<file path="src/ppu_timing_pkg.sv">
// PPU line and frame timing constants with the STAT mode encoding
package ppu_timing_pkg;

	// ------------------------------
	// line geometry
	// ------------------------------

	// one scan line in cpu clocks
	localparam int LINE_CYCLES = 456;
	// oam search length at the start of each line
	localparam int OAM_CYCLES = 80;
	// visible pixels per line
	localparam int SCREEN_W = 160;

	// ------------------------------
	// frame geometry
	// ------------------------------

	// visible lines plus vblank lines
	localparam int FRAME_LINES = 154;
	localparam int VISIBLE_LINES = 144;

	// mode code as seen in STAT[1:0]
	typedef enum logic [1:0] {
		HBLANK = 2'd0,
		VBLANK = 2'd1,
		OAM    = 2'd2,
		DRAW   = 2'd3
	} ppu_mode_e;

endpackage

</file>
<file path="src/ppu_reg_pkg.sv">
// PPU register map with reset values, LCDC and STAT bit fields and the register struct
package ppu_reg_pkg;

	// ------------------------------
	// register offsets
	// ------------------------------

	localparam logic [7:0] REG_LCDC = 8'h40;
	localparam logic [7:0] REG_STAT = 8'h41;
	localparam logic [7:0] REG_SCY  = 8'h42;
	localparam logic [7:0] REG_SCX  = 8'h43;
	// read only, current line
	localparam logic [7:0] REG_LY   = 8'h44;
	localparam logic [7:0] REG_LYC  = 8'h45;
	// a write here also starts the oam dma
	localparam logic [7:0] REG_DMA  = 8'h46;
	localparam logic [7:0] REG_BGP  = 8'h47;
	localparam logic [7:0] REG_OBP0 = 8'h48;
	localparam logic [7:0] REG_OBP1 = 8'h49;
	localparam logic [7:0] REG_WY   = 8'h4A;
	localparam logic [7:0] REG_WX   = 8'h4B;

	// size of the sprite attribute memory
	localparam int OAM_BYTES = 160;

	// LCDC bits in use
	localparam int LCDC_ON       = 7;
	localparam int LCDC_TILE_SEL = 4;
	localparam int LCDC_MAP_SEL  = 3;
	localparam int LCDC_BG_ENA   = 0;

	// STAT interrupt enables
	localparam int STAT_LYC_IE = 6;
	localparam int STAT_OAM_IE = 5;
	localparam int STAT_VBL_IE = 4;
	localparam int STAT_HBL_IE = 3;

	// writable registers in one bundle
	typedef struct packed {
		logic [7:0] lcdc;
		logic [7:0] stat;
		logic [7:0] scy;
		logic [7:0] scx;
		logic [7:0] lyc;
		logic [7:0] dma;
		logic [7:0] bgp;
		logic [7:0] obp0;
		logic [7:0] obp1;
		logic [7:0] wy;
		logic [7:0] wx;
	} ppu_regs_t;

	// lcd starts switched off
	localparam ppu_regs_t REGS_RESET = '{
		lcdc: 8'h00, stat: 8'h00, scy: 8'h00, scx: 8'h00,
		lyc: 8'h00, dma: 8'h00, bgp: 8'hFC, obp0: 8'hFF,
		obp1: 8'hFF, wy: 8'h00, wx: 8'h00
	};

endpackage

</file>
<file path="src/ppu_ifs.sv">
// OAM access port and line timing bundles shared between the PPU blocks
`timescale 1ns/1ps

// ------------------------------
// one requester into the oam memory
// ------------------------------
interface oam_port_if;
	logic       req;
	logic       we;
	logic [7:0] addr;
	logic [7:0] wdata;
	// combinational answer in the same cycle
	logic [7:0] rdata;

	modport requester (output req, we, addr, wdata, input rdata);
	modport memory (input req, we, addr, wdata, output rdata);
endinterface

// ------------------------------
// line position from the timer
// ------------------------------
interface line_timing_if;
	logic [8:0] h_cnt;
	logic [7:0] v_cnt;
	// mode 3 of a visible line
	logic       draw;
	// last cycle of the line
	logic       line_end;
	// scroll values frozen for the line
	logic [7:0] scx_l;
	logic [7:0] scy_l;

	modport timer (output h_cnt, v_cnt, draw, line_end, scx_l, scy_l);
	modport fetcher (input h_cnt, v_cnt, draw, line_end, scx_l, scy_l);
endinterface

</file>
<file path="src/ppu_regs.sv">
// PPU CPU register file with write decode, readback mux and LYC compare
`timescale 1ns/1ps

module ppu_regs (
	input  logic                      clk,
	input  logic                      reset,
	input  logic                      cpu_sel_reg,
	input  logic                      cpu_sel_oam,
	input  logic [7:0]                cpu_addr,
	input  logic                      cpu_wr,
	input  logic [7:0]                cpu_di,
	input  logic [7:0]                oam_rdata,
	input  logic [7:0]                ly,
	input  ppu_timing_pkg::ppu_mode_e mode,
	output logic [7:0]                cpu_do,
	output ppu_reg_pkg::ppu_regs_t    regs,
	output logic                      dma_start
);

	logic wr_en;
	logic lyc_match;

	assign wr_en = cpu_sel_reg && cpu_wr;
	// coincidence flag shown in STAT bit 2
	assign lyc_match = (ly == regs.lyc);
	// dma engine starts on the same edge as the register write
	assign dma_start = wr_en && (cpu_addr == ppu_reg_pkg::REG_DMA);

	// ------------------------------
	// register writes
	// ------------------------------
	always_ff @(posedge clk) begin
		if (reset) begin
			regs <= ppu_reg_pkg::REGS_RESET;
		end else if (wr_en) begin
			case (cpu_addr)
				ppu_reg_pkg::REG_LCDC: regs.lcdc <= cpu_di;
				ppu_reg_pkg::REG_STAT: regs.stat <= cpu_di;
				ppu_reg_pkg::REG_SCY:  regs.scy  <= cpu_di;
				ppu_reg_pkg::REG_SCX:  regs.scx  <= cpu_di;
				ppu_reg_pkg::REG_LYC:  regs.lyc  <= cpu_di;
				ppu_reg_pkg::REG_DMA:  regs.dma  <= cpu_di;
				ppu_reg_pkg::REG_BGP:  regs.bgp  <= cpu_di;
				ppu_reg_pkg::REG_OBP0: regs.obp0 <= cpu_di;
				ppu_reg_pkg::REG_OBP1: regs.obp1 <= cpu_di;
				ppu_reg_pkg::REG_WY:   regs.wy   <= cpu_di;
				ppu_reg_pkg::REG_WX:   regs.wx   <= cpu_di;
				// LY is read only
				default: regs <= regs;
			endcase
		end
	end

	// ------------------------------
	// readback
	// ------------------------------
	always_comb begin
		if (cpu_sel_oam) begin
			cpu_do = oam_rdata;
		end else begin
			case (cpu_addr)
				ppu_reg_pkg::REG_LCDC: cpu_do = regs.lcdc;
				// bit 7 always reads as one
				ppu_reg_pkg::REG_STAT: cpu_do = {1'b1,
					regs.stat[ppu_reg_pkg::STAT_LYC_IE:ppu_reg_pkg::STAT_HBL_IE],
					lyc_match, mode};
				ppu_reg_pkg::REG_SCY:  cpu_do = regs.scy;
				ppu_reg_pkg::REG_SCX:  cpu_do = regs.scx;
				ppu_reg_pkg::REG_LY:   cpu_do = ly;
				ppu_reg_pkg::REG_LYC:  cpu_do = regs.lyc;
				ppu_reg_pkg::REG_DMA:  cpu_do = regs.dma;
				ppu_reg_pkg::REG_BGP:  cpu_do = regs.bgp;
				ppu_reg_pkg::REG_OBP0: cpu_do = regs.obp0;
				ppu_reg_pkg::REG_OBP1: cpu_do = regs.obp1;
				ppu_reg_pkg::REG_WY:   cpu_do = regs.wy;
				ppu_reg_pkg::REG_WX:   cpu_do = regs.wx;
				// open bus
				default: cpu_do = 8'hFF;
			endcase
		end
	end

	// the two cpu selects decode disjoint address ranges
	a_sel_excl: assert property (@(posedge clk) disable iff (reset)
		!(cpu_sel_reg && cpu_sel_oam));

endmodule

</file>
<file path="src/ppu_line_timer.sv">
// PPU line and frame timer with scroll latching, STAT mode decode and STAT interrupt
`timescale 1ns/1ps

module ppu_line_timer #(
	parameter int FRAME_LINES   = ppu_timing_pkg::FRAME_LINES,
	parameter int VISIBLE_LINES = ppu_timing_pkg::VISIBLE_LINES
) (
	input  logic                      clk,
	input  logic                      reset,
	input  ppu_reg_pkg::ppu_regs_t    regs,
	line_timing_if.timer              lt,
	output ppu_timing_pkg::ppu_mode_e mode,
	output logic                      irq
);

	localparam logic [8:0] H_LAST  = 9'(ppu_timing_pkg::LINE_CYCLES - 1);
	localparam logic [8:0] H_OAM   = 9'(ppu_timing_pkg::OAM_CYCLES);
	// latch two clocks before the first fetch slot
	localparam logic [8:0] H_LATCH = 9'(ppu_timing_pkg::OAM_CYCLES - 2);
	localparam logic [8:0] H_DRAW  = 9'(ppu_timing_pkg::OAM_CYCLES + ppu_timing_pkg::SCREEN_W);
	localparam logic [7:0] V_LAST  = 8'(FRAME_LINES - 1);
	localparam logic [7:0] V_VIS   = 8'(VISIBLE_LINES);

	logic       lcd_on;
	logic [8:0] h_cnt;
	logic [7:0] v_cnt;
	logic [7:0] scx_l;
	logic [7:0] scy_l;
	logic [8:0] draw_end;

	assign lcd_on = regs.lcdc[ppu_reg_pkg::LCDC_ON];
	// fine x scroll costs one extra tile fetch
	assign draw_end = H_DRAW + {5'd0, |scx_l[2:0], 3'd0};

	// ------------------------------
	// counters
	// ------------------------------
	always_ff @(posedge clk) begin
		if (reset || !lcd_on) begin
			// frozen at the top left while the lcd is off
			h_cnt <= 9'd0;
			v_cnt <= 8'd0;
		end else if (h_cnt == H_LAST) begin
			h_cnt <= 9'd0;
			v_cnt <= (v_cnt == V_LAST) ? 8'd0 : v_cnt + 8'd1;
		end else begin
			h_cnt <= h_cnt + 9'd1;
		end
	end

	// scroll stays stable for the whole line
	always_ff @(posedge clk) begin
		if (h_cnt == H_LATCH) begin
			scx_l <= regs.scx;
			scy_l <= regs.scy;
		end
	end

	// mode decode
	always_comb begin
		if (!lcd_on)
			mode = ppu_timing_pkg::HBLANK;
		else if (v_cnt >= V_VIS)
			mode = ppu_timing_pkg::VBLANK;
		else if (h_cnt < H_OAM)
			mode = ppu_timing_pkg::OAM;
		else if (h_cnt < draw_end)
			mode = ppu_timing_pkg::DRAW;
		else
			mode = ppu_timing_pkg::HBLANK;
	end

	assign lt.h_cnt    = h_cnt;
	assign lt.v_cnt    = v_cnt;
	assign lt.draw     = (mode == ppu_timing_pkg::DRAW);
	assign lt.line_end = (h_cnt == H_LAST);
	assign lt.scx_l    = scx_l;
	assign lt.scy_l    = scy_l;

	// ------------------------------
	// STAT interrupt
	// ------------------------------
	always_ff @(posedge clk) begin
		if (reset) begin
			irq <= 1'b0;
		end else begin
			// any enabled source gives a single cycle pulse
			irq <= lcd_on && (
				(regs.stat[ppu_reg_pkg::STAT_LYC_IE] && (h_cnt == 9'd1) &&
					(v_cnt == regs.lyc)) ||
				(regs.stat[ppu_reg_pkg::STAT_OAM_IE] && (h_cnt == 9'd0)) ||
				(regs.stat[ppu_reg_pkg::STAT_VBL_IE] && (h_cnt == H_LAST) &&
					(v_cnt == V_VIS - 8'd1)) ||
				(regs.stat[ppu_reg_pkg::STAT_HBL_IE] && (h_cnt == draw_end)));
		end
	end

	a_h_range: assert property (@(posedge clk) disable iff (reset) h_cnt <= H_LAST);

endmodule

</file>
<file path="src/ppu_bg_fetcher.sv">
// PPU background fetcher that reads VRAM, shifts tile pixels and maps them through BGP
`timescale 1ns/1ps

module ppu_bg_fetcher (
	input  logic                   clk,
	input  logic                   reset,
	input  ppu_reg_pkg::ppu_regs_t regs,
	line_timing_if.fetcher         lt,
	output logic                   vram_rd,
	output logic [12:0]            vram_addr,
	input  logic [7:0]             vram_data,
	output logic                   lcd_clkena,
	output logic [1:0]             lcd_data
);

	// line setup one clock before the first map slot
	localparam logic [8:0] H_INIT   = 9'(ppu_timing_pkg::OAM_CYCLES - 1);
	localparam logic [7:0] PIX_LAST = 8'(ppu_timing_pkg::SCREEN_W);

	logic [1:0] slot;
	logic       sample;
	logic       load;
	logic [7:0] bg_line;
	logic       tile_a12;
	logic [4:0] col;
	logic [7:0] tile;
	logic [7:0] data0;
	logic [7:0] data1;
	logic [7:0] shift0;
	logic [7:0] shift1;
	logic       active;
	logic [2:0] skip;
	logic [7:0] pcnt;
	logic [1:0] cidx;

	// ------------------------------
	// fetch slots
	// ------------------------------

	// map, data0, data1, load in 2-clock slots
	assign slot = lt.h_cnt[2:1];
	// memory answers one clock after the address
	assign sample = lt.draw && lt.h_cnt[0];
	assign load = sample && (slot == 2'd3);
	assign bg_line = lt.v_cnt + lt.scy_l;
	// signed tile numbers live at 0x1000
	assign tile_a12 = regs.lcdc[ppu_reg_pkg::LCDC_TILE_SEL] ? 1'b0 : ~tile[7];

	// no vram access in the load slot
	assign vram_rd = lt.draw && (slot != 2'd3);

	always_comb begin
		case (slot)
			2'd0: vram_addr = {2'b11, regs.lcdc[ppu_reg_pkg::LCDC_MAP_SEL], bg_line[7:3], col};
			2'd1: vram_addr = {tile_a12, tile, bg_line[2:0], 1'b0};
			default: vram_addr = {tile_a12, tile, bg_line[2:0], 1'b1};
		endcase
	end

	// fetched bytes
	always_ff @(posedge clk) begin
		if (sample && (slot == 2'd0))
			tile <= vram_data;
		if (sample && (slot == 2'd1))
			data0 <= vram_data;
		if (sample && (slot == 2'd2))
			data1 <= vram_data;
	end

	// pixel shifters reload at the end of each group
	always_ff @(posedge clk) begin
		if (load) begin
			shift0 <= data0;
			shift1 <= data1;
		end else begin
			shift0 <= {shift0[6:0], 1'b0};
			shift1 <= {shift1[6:0], 1'b0};
		end
	end

	// ------------------------------
	// pixel control
	// ------------------------------
	always_ff @(posedge clk) begin
		if (reset) begin
			active <= 1'b0;
			skip   <= 3'd0;
			pcnt   <= 8'd0;
			col    <= 5'd0;
		end else if (lt.h_cnt == H_INIT) begin
			// scroll values are latched by now
			active <= 1'b0;
			skip   <= lt.scx_l[2:0];
			pcnt   <= 8'd0;
			col    <= lt.scx_l[7:3];
		end else begin
			if (load) begin
				active <= 1'b1;
				// next map column wraps at 32
				col <= col + 5'd1;
			end else if (lt.line_end) begin
				active <= 1'b0;
			end
			if (active) begin
				// drop the fine scroll pixels first
				if (skip != 3'd0)
					skip <= skip - 3'd1;
				else if (pcnt != PIX_LAST)
					pcnt <= pcnt + 8'd1;
			end
		end
	end

	assign lcd_clkena = active && (skip == 3'd0) && (pcnt != PIX_LAST);

	// colour index msb from the high plane
	assign cidx = {shift1[7], shift0[7]};
	// white when the background is off
	assign lcd_data = regs.lcdc[ppu_reg_pkg::LCDC_BG_ENA] ? regs.bgp[{cidx, 1'b0} +: 2] : 2'b00;

	a_pcnt: assert property (@(posedge clk) disable iff (reset) pcnt <= PIX_LAST);

endmodule

</file>
<file path="src/ppu_oam_dma.sv">
// OAM DMA engine that copies one source page into the sprite attribute memory
`timescale 1ns/1ps

module ppu_oam_dma #(
	parameter int OAM_BYTES = ppu_reg_pkg::OAM_BYTES
) (
	input  logic                   clk,
	input  logic                   reset,
	input  logic                   dma_start,
	input  ppu_reg_pkg::ppu_regs_t regs,
	output logic                   dma_rd,
	output logic [15:0]            dma_addr,
	input  logic [7:0]             dma_data,
	oam_port_if.requester          port
);

	// four clocks per byte
	localparam logic [9:0] CNT_LAST = 10'(4 * OAM_BYTES - 1);

	logic       active;
	logic [9:0] cnt;

	always_ff @(posedge clk) begin
		if (reset) begin
			active <= 1'b0;
			cnt    <= 10'd0;
		end else if (dma_start) begin
			// a new write restarts from byte 0
			active <= 1'b1;
			cnt    <= 10'd0;
		end else if (active) begin
			if (cnt == CNT_LAST)
				active <= 1'b0;
			else
				cnt <= cnt + 10'd1;
		end
	end

	// source page from the DMA register
	assign dma_rd   = active;
	assign dma_addr = {regs.dma, cnt[9:2]};

	// source byte is stable from the second clock of the group
	assign port.req   = active;
	assign port.we    = active && (cnt[1:0] == 2'd2);
	assign port.addr  = cnt[9:2];
	assign port.wdata = dma_data;

	a_cnt: assert property (@(posedge clk) disable iff (reset) cnt <= CNT_LAST);

endmodule

</file>
<file path="src/ppu_oam_arbiter.sv">
// OAM memory shared by the CPU and DMA ports with the DMA port served first
`timescale 1ns/1ps

module ppu_oam_arbiter #(
	parameter int OAM_BYTES = ppu_reg_pkg::OAM_BYTES
) (
	input  logic       clk,
	oam_port_if.memory cpu_port,
	oam_port_if.memory dma_port
);

	localparam logic [7:0] OAM_END = 8'(OAM_BYTES);

	logic [7:0] oam [OAM_BYTES];
	logic       cpu_hit;
	logic       dma_hit;
	logic       wr_en;
	logic [7:0] wr_addr;
	logic [7:0] wr_data;

	// addresses past the table are not backed
	assign cpu_hit = (cpu_port.addr < OAM_END);
	assign dma_hit = (dma_port.addr < OAM_END);

	// ------------------------------
	// write grant
	// ------------------------------
	always_comb begin
		if (dma_port.req) begin
			// cpu is locked out for the whole transfer
			wr_en   = dma_port.we && dma_hit;
			wr_addr = dma_port.addr;
			wr_data = dma_port.wdata;
		end else begin
			wr_en   = cpu_port.req && cpu_port.we && cpu_hit;
			wr_addr = cpu_port.addr;
			wr_data = cpu_port.wdata;
		end
	end

	always_ff @(posedge clk) begin
		if (wr_en)
			oam[wr_addr] <= wr_data;
	end

	// reads
	assign dma_port.rdata = dma_hit ? oam[dma_port.addr] : 8'hFF;
	// cpu sees open bus while dma runs
	assign cpu_port.rdata = (!dma_port.req && cpu_hit) ? oam[cpu_port.addr] : 8'hFF;

endmodule

</file>
<file path="src/ppu_top.sv">
// PPU top level joining registers, line timer, background fetcher and OAM DMA
`timescale 1ns/1ps

module ppu_top #(
	parameter int FRAME_LINES   = ppu_timing_pkg::FRAME_LINES,
	parameter int VISIBLE_LINES = ppu_timing_pkg::VISIBLE_LINES,
	parameter int OAM_BYTES     = ppu_reg_pkg::OAM_BYTES
) (
	input  logic        clk,
	input  logic        reset,
	// cpu side
	input  logic        cpu_sel_oam,
	input  logic        cpu_sel_reg,
	input  logic [7:0]  cpu_addr,
	input  logic        cpu_wr,
	input  logic [7:0]  cpu_di,
	output logic [7:0]  cpu_do,
	// lcd side
	output logic        lcd_on,
	output logic        lcd_clkena,
	output logic [1:0]  lcd_data,
	output logic        irq,
	output logic [1:0]  mode,
	// vram
	output logic        vram_rd,
	output logic [12:0] vram_addr,
	input  logic [7:0]  vram_data,
	// dma source
	output logic        dma_rd,
	output logic [15:0] dma_addr,
	input  logic [7:0]  dma_data
);

	ppu_reg_pkg::ppu_regs_t    regs;
	ppu_timing_pkg::ppu_mode_e mode_e;
	logic                      dma_start;

	oam_port_if    cpu_oam ();
	oam_port_if    dma_oam ();
	line_timing_if lt ();

	assign lcd_on = regs.lcdc[ppu_reg_pkg::LCDC_ON];
	assign mode   = mode_e;

	// cpu oam access goes straight to the arbiter
	assign cpu_oam.req   = cpu_sel_oam;
	assign cpu_oam.we    = cpu_wr;
	assign cpu_oam.addr  = cpu_addr;
	assign cpu_oam.wdata = cpu_di;

	ppu_regs u_regs (
		.clk(clk), .reset(reset), .cpu_sel_reg(cpu_sel_reg), .cpu_sel_oam(cpu_sel_oam),
		.cpu_addr(cpu_addr), .cpu_wr(cpu_wr), .cpu_di(cpu_di), .oam_rdata(cpu_oam.rdata),
		.ly(lt.v_cnt), .mode(mode_e), .cpu_do(cpu_do), .regs(regs), .dma_start(dma_start)
	);

	ppu_line_timer #(.FRAME_LINES(FRAME_LINES), .VISIBLE_LINES(VISIBLE_LINES)) u_timer (
		.clk(clk), .reset(reset), .regs(regs), .lt(lt), .mode(mode_e), .irq(irq)
	);

	ppu_bg_fetcher u_fetcher (
		.clk(clk), .reset(reset), .regs(regs), .lt(lt), .vram_rd(vram_rd),
		.vram_addr(vram_addr), .vram_data(vram_data), .lcd_clkena(lcd_clkena),
		.lcd_data(lcd_data)
	);

	ppu_oam_dma #(.OAM_BYTES(OAM_BYTES)) u_dma (
		.clk(clk), .reset(reset), .dma_start(dma_start), .regs(regs), .dma_rd(dma_rd),
		.dma_addr(dma_addr), .dma_data(dma_data), .port(dma_oam)
	);

	ppu_oam_arbiter #(.OAM_BYTES(OAM_BYTES)) u_oam (
		.clk(clk), .cpu_port(cpu_oam), .dma_port(dma_oam)
	);

endmodule

</file>
<file path="config.mk">
export PLATFORM = sky130hd
export DESIGN_NAME = ppu_top
export DESIGN_NICKNAME = d
export VERILOG_FILES = /design/src/ppu_timing_pkg.sv /design/src/ppu_reg_pkg.sv /design/src/ppu_ifs.sv /design/src/ppu_regs.sv /design/src/ppu_line_timer.sv /design/src/ppu_bg_fetcher.sv /design/src/ppu_oam_dma.sv /design/src/ppu_oam_arbiter.sv /design/src/ppu_top.sv
export SDC_FILE = /design/constraint.sdc
export NUM_CORES = 2
export LEC_CHECK = 0
export ABC_AREA = 1
export BUFFER_PORTS_ARGS = -buffer_cell sky130_fd_sc_hd__buf_2
export CAP_MARGIN = 20
export CORE_ASPECT_RATIO = 1.4
export CORE_MARGIN = 2
export CORE_UTILIZATION = 55
export CTS_BUF_LIST = sky130_fd_sc_hd__clkbuf_8
export CTS_CLUSTER_SIZE = 30
export DETAILED_ROUTE_END_ITERATION = 7
export GPL_ROUTABILITY_DRIVEN = 0
export PLACE_DENSITY = 0.71
export SYNTH_ARGS = -nofsm -noshare
export SYNTH_HDL_FRONTEND = slang
export SYNTH_HIERARCHICAL = 1
export SYNTH_SLANG_ARGS = --single-unit
</file>
<file path="constraint.sdc">
create_clock -name clk -period 7.3 [get_ports clk]
set_clock_uncertainty 0.2 [all_clocks]
set_input_delay 1.46 -clock clk [delete_from_list [all_inputs] [get_ports clk]]
set_output_delay 1.46 -clock clk [all_outputs]
set_load 0.01 [all_outputs]
</file>
==> key figures <==
Floorplanning
  • Initial Util: a little under three fifths
  • Top-level port count: 83
  • Die Y: 403 µm
  • Die area: 0.117 mm²
  • Rows: 146
  • Die Wd: 289 µm
  • Core area: ~0.11 mm²

Place
  • HPWL after DPL: 98,700 µm
  • Post-place instance area: 0.0636 mm²
  • Buffers on Ports: 82

Min path
  • Hold EP: u_fetcher/shift1[5]$_DFF_P_
  • Hold depth: 2
  • Hold Path Origin: u_fetcher/shift1[4]$_DFF_P_
  • Worst min path class: register to register

Timing
  • Final hold vios: 0
  • Achievable Freq: between 0.15 and 0.2 GHz
  • Setup violators final: 0
  • Hold slack: ~0.22 ns
  • Max_slew headroom: 17.3%
  • Final setup TNS: 0 ns
  • Unrepaired setup endpoints after global routing: no
  • Period Utilization, post-route: 86.3%
  • Tightest Pin Transition: 1.24 ns
  • Final min period: 6.30 ns
  • Final Max Slew Viols: 0

Pwr
  • Power per cell area: 239 mW/mm²
  • Leakage: 0.0246 µW
  • VDD IR max: slightly below 200 µV

Critical path
  • Critical Path RT: between 5 and 6 ns
  • Critical Path Start Type: input pin
  • WP data arrival: between 4 and 5 ns
  • Reg2reg start: u_dma/dma_rd$_SDFF_PP0_
  • Crit Path Category: input pin to output pin
  • R2r setup slk: 2.84 ns
  • Critical Path End Type: output pin
  • Critical path fanouts, max: between 50 and 60
  • Worst r2r path cells: 5
  • Worst R2R End: u_oam/oam[144][1]$_DFFE_PP_

Clock tree
  • CTS root buffer: clkbuf_8
  • CTS tree: built
  • TritonCTS Sinks: 1,466
  • Post-CTS setup buffers: 0
  • Cts bufs inserted: between 200 and 250
  • Resized Gates After CTS: 0
  • Clk buf depth: 3
  • Later-pin clock latency in the skew report: 0.90 ns
  • H-tree levels: 4
  • Hold buffer count at CTS: 0
  • Clock slew at reported path FFs: ~0.070 ns

Synth
  • Post-Synthesis Cell Area: 0.0627 mm²
  • Synth Instances: 5,807
  • Yosys warnings: 6
  • Syn nets: 5,867
  • Synthesized area per cell: 10.8 µm²

Run status
  • Status: completed

Detailed routing
  • Drt total wl: 167,000 µm
  • DR DRC count: 0
  • Drt pass-1 iters: 8
  • WL/cell: 22.4 µm
  • Initial drt markers: approximately 5,700
  • Vias post-DR: ~44,000
  • Vias per cell: 5.89
  • ANT nets after route: 0

Global routing
  • Vias in the first global route: 42,126
  • Global routing's busiest layer: met2
  • Largest net degree at the start of global routing: 155
  • Initial antenna violation count: 1
  • Total GRT Usage: 28.4%
  • Met3 GRT Util: under 10%
  • Grt met2 use: a little under half
  • First-pass GRT wire length: roughly 250,000 µm
  • Grt met1 use: 36.0%
  • Global route overflow: 0

Cells and area
  • Final Cell Area: 0.0675 mm²
  • Nets@finish: 5,860
  • P&R area growth vs syn: 7.73%
  • Final Util: 59.7%
  • Share of post-route cells with drive strength above 1: 9.27%

Job
  • MaxCap Viol Count: 0
==> state kept, by name (all words and copies together) (netlist names), 9 cells and up <==
| signal | flops |
|---|---|
| u_oam/oam | 1280 |
| u_regs/regs | 84 |
| u_timer/lt.h_cnt | 9 |
| u_dma/cnt | 10 |
==> through the flow <==
step,power (µW),setup WS (ns),std cells
floorplan,9960,2.75,5807
global placement,10300,1.11,7070
detailed placement,10300,1.11,7071
CTS,16200,1.10,7445
global route,16600,0.880,7449
finish,16100,1.00,7451
==> power breakdown <==
| group | switching [µW] | internal, µW | total [µW] | leakage [µW] |
|---|---|---|---|---|
| Clock | 3060 | 2920 | 5980 | 0.00219 |
| Sequential | 0.640 | 9140 | 9140 | 0.0130 |
| Combinational | 765 | 232 | 997 | 0.00935 |
==> how the worst max path moves through the flow <==
stage	cells past startpoint	from	endpoint	slack [ns]
floorplan	17	cpu_addr[0]	cpu_do[1]	2.75
detailed placement	16	cpu_addr[0]	cpu_do[6]	1.11
CTS	16	cpu_addr[0]	cpu_do[6]	1.10
finish	14	cpu_addr[2]	cpu_do[0]	1.00
global route	17	cpu_addr[0]	cpu_do[3]	0.88
global placement	16	cpu_addr[0]	cpu_do[6]	1.11
==> layer usage <==
layer	vias to the layer above	wire (µm)
li1	20069	-
met1	21048	61500
met2	2320	80200
met3	476	15600
met4	0	9250
met5	-	0
==> final cells by class <==
class / count / area (µm²)
antenna: 3 / 7.51
clock buffer: 213 / 2930
clock inverter: 161 / 866
fill: 8961 / 45600
inverter: 256 / 995
multi-input combinational: 3716 / 17000
sequential: 1466 / 42600
tap: 1480 / 1850
timing repair buffer: 156 / 1260
==> placed cells by master (no fill, tap or decap), types with 16 or more instances in the layout <==
cell type and instances:
nand2_1 1561, edfxtp_1 1320, nand3_1 1113, nor2_1 431, inv_1 287, o21ai_0 221
clkbuf_8 213, dfxtp_1 145, a21oi_1 127, buf_2 78, buf_4 55, clkinv_1 53
o22ai_1 46, inv_2 26, o21ai_1 25, clkinv_2 24, nand2_4 22, ha_1 22
buf_12 18, nand2_2 17, xor2_1 16
==> worst max-delay path, cell delays in order <==
cell and delay, ns:
buf_6 0.24, inv_4 0.70, buf_4 0.41, nand3_1 0.15
nand3_1 0.15, nand2_1 0.16, nand2_1 0.10, nand3_1 0.19
nand3_1 0.25, nand3_1 0.11, nand2_1 0.20, nor2_1 0.08
nor2_1 0.17, buf_2 0.19
No activity file was read; power rests on OpenSTA's default activity.
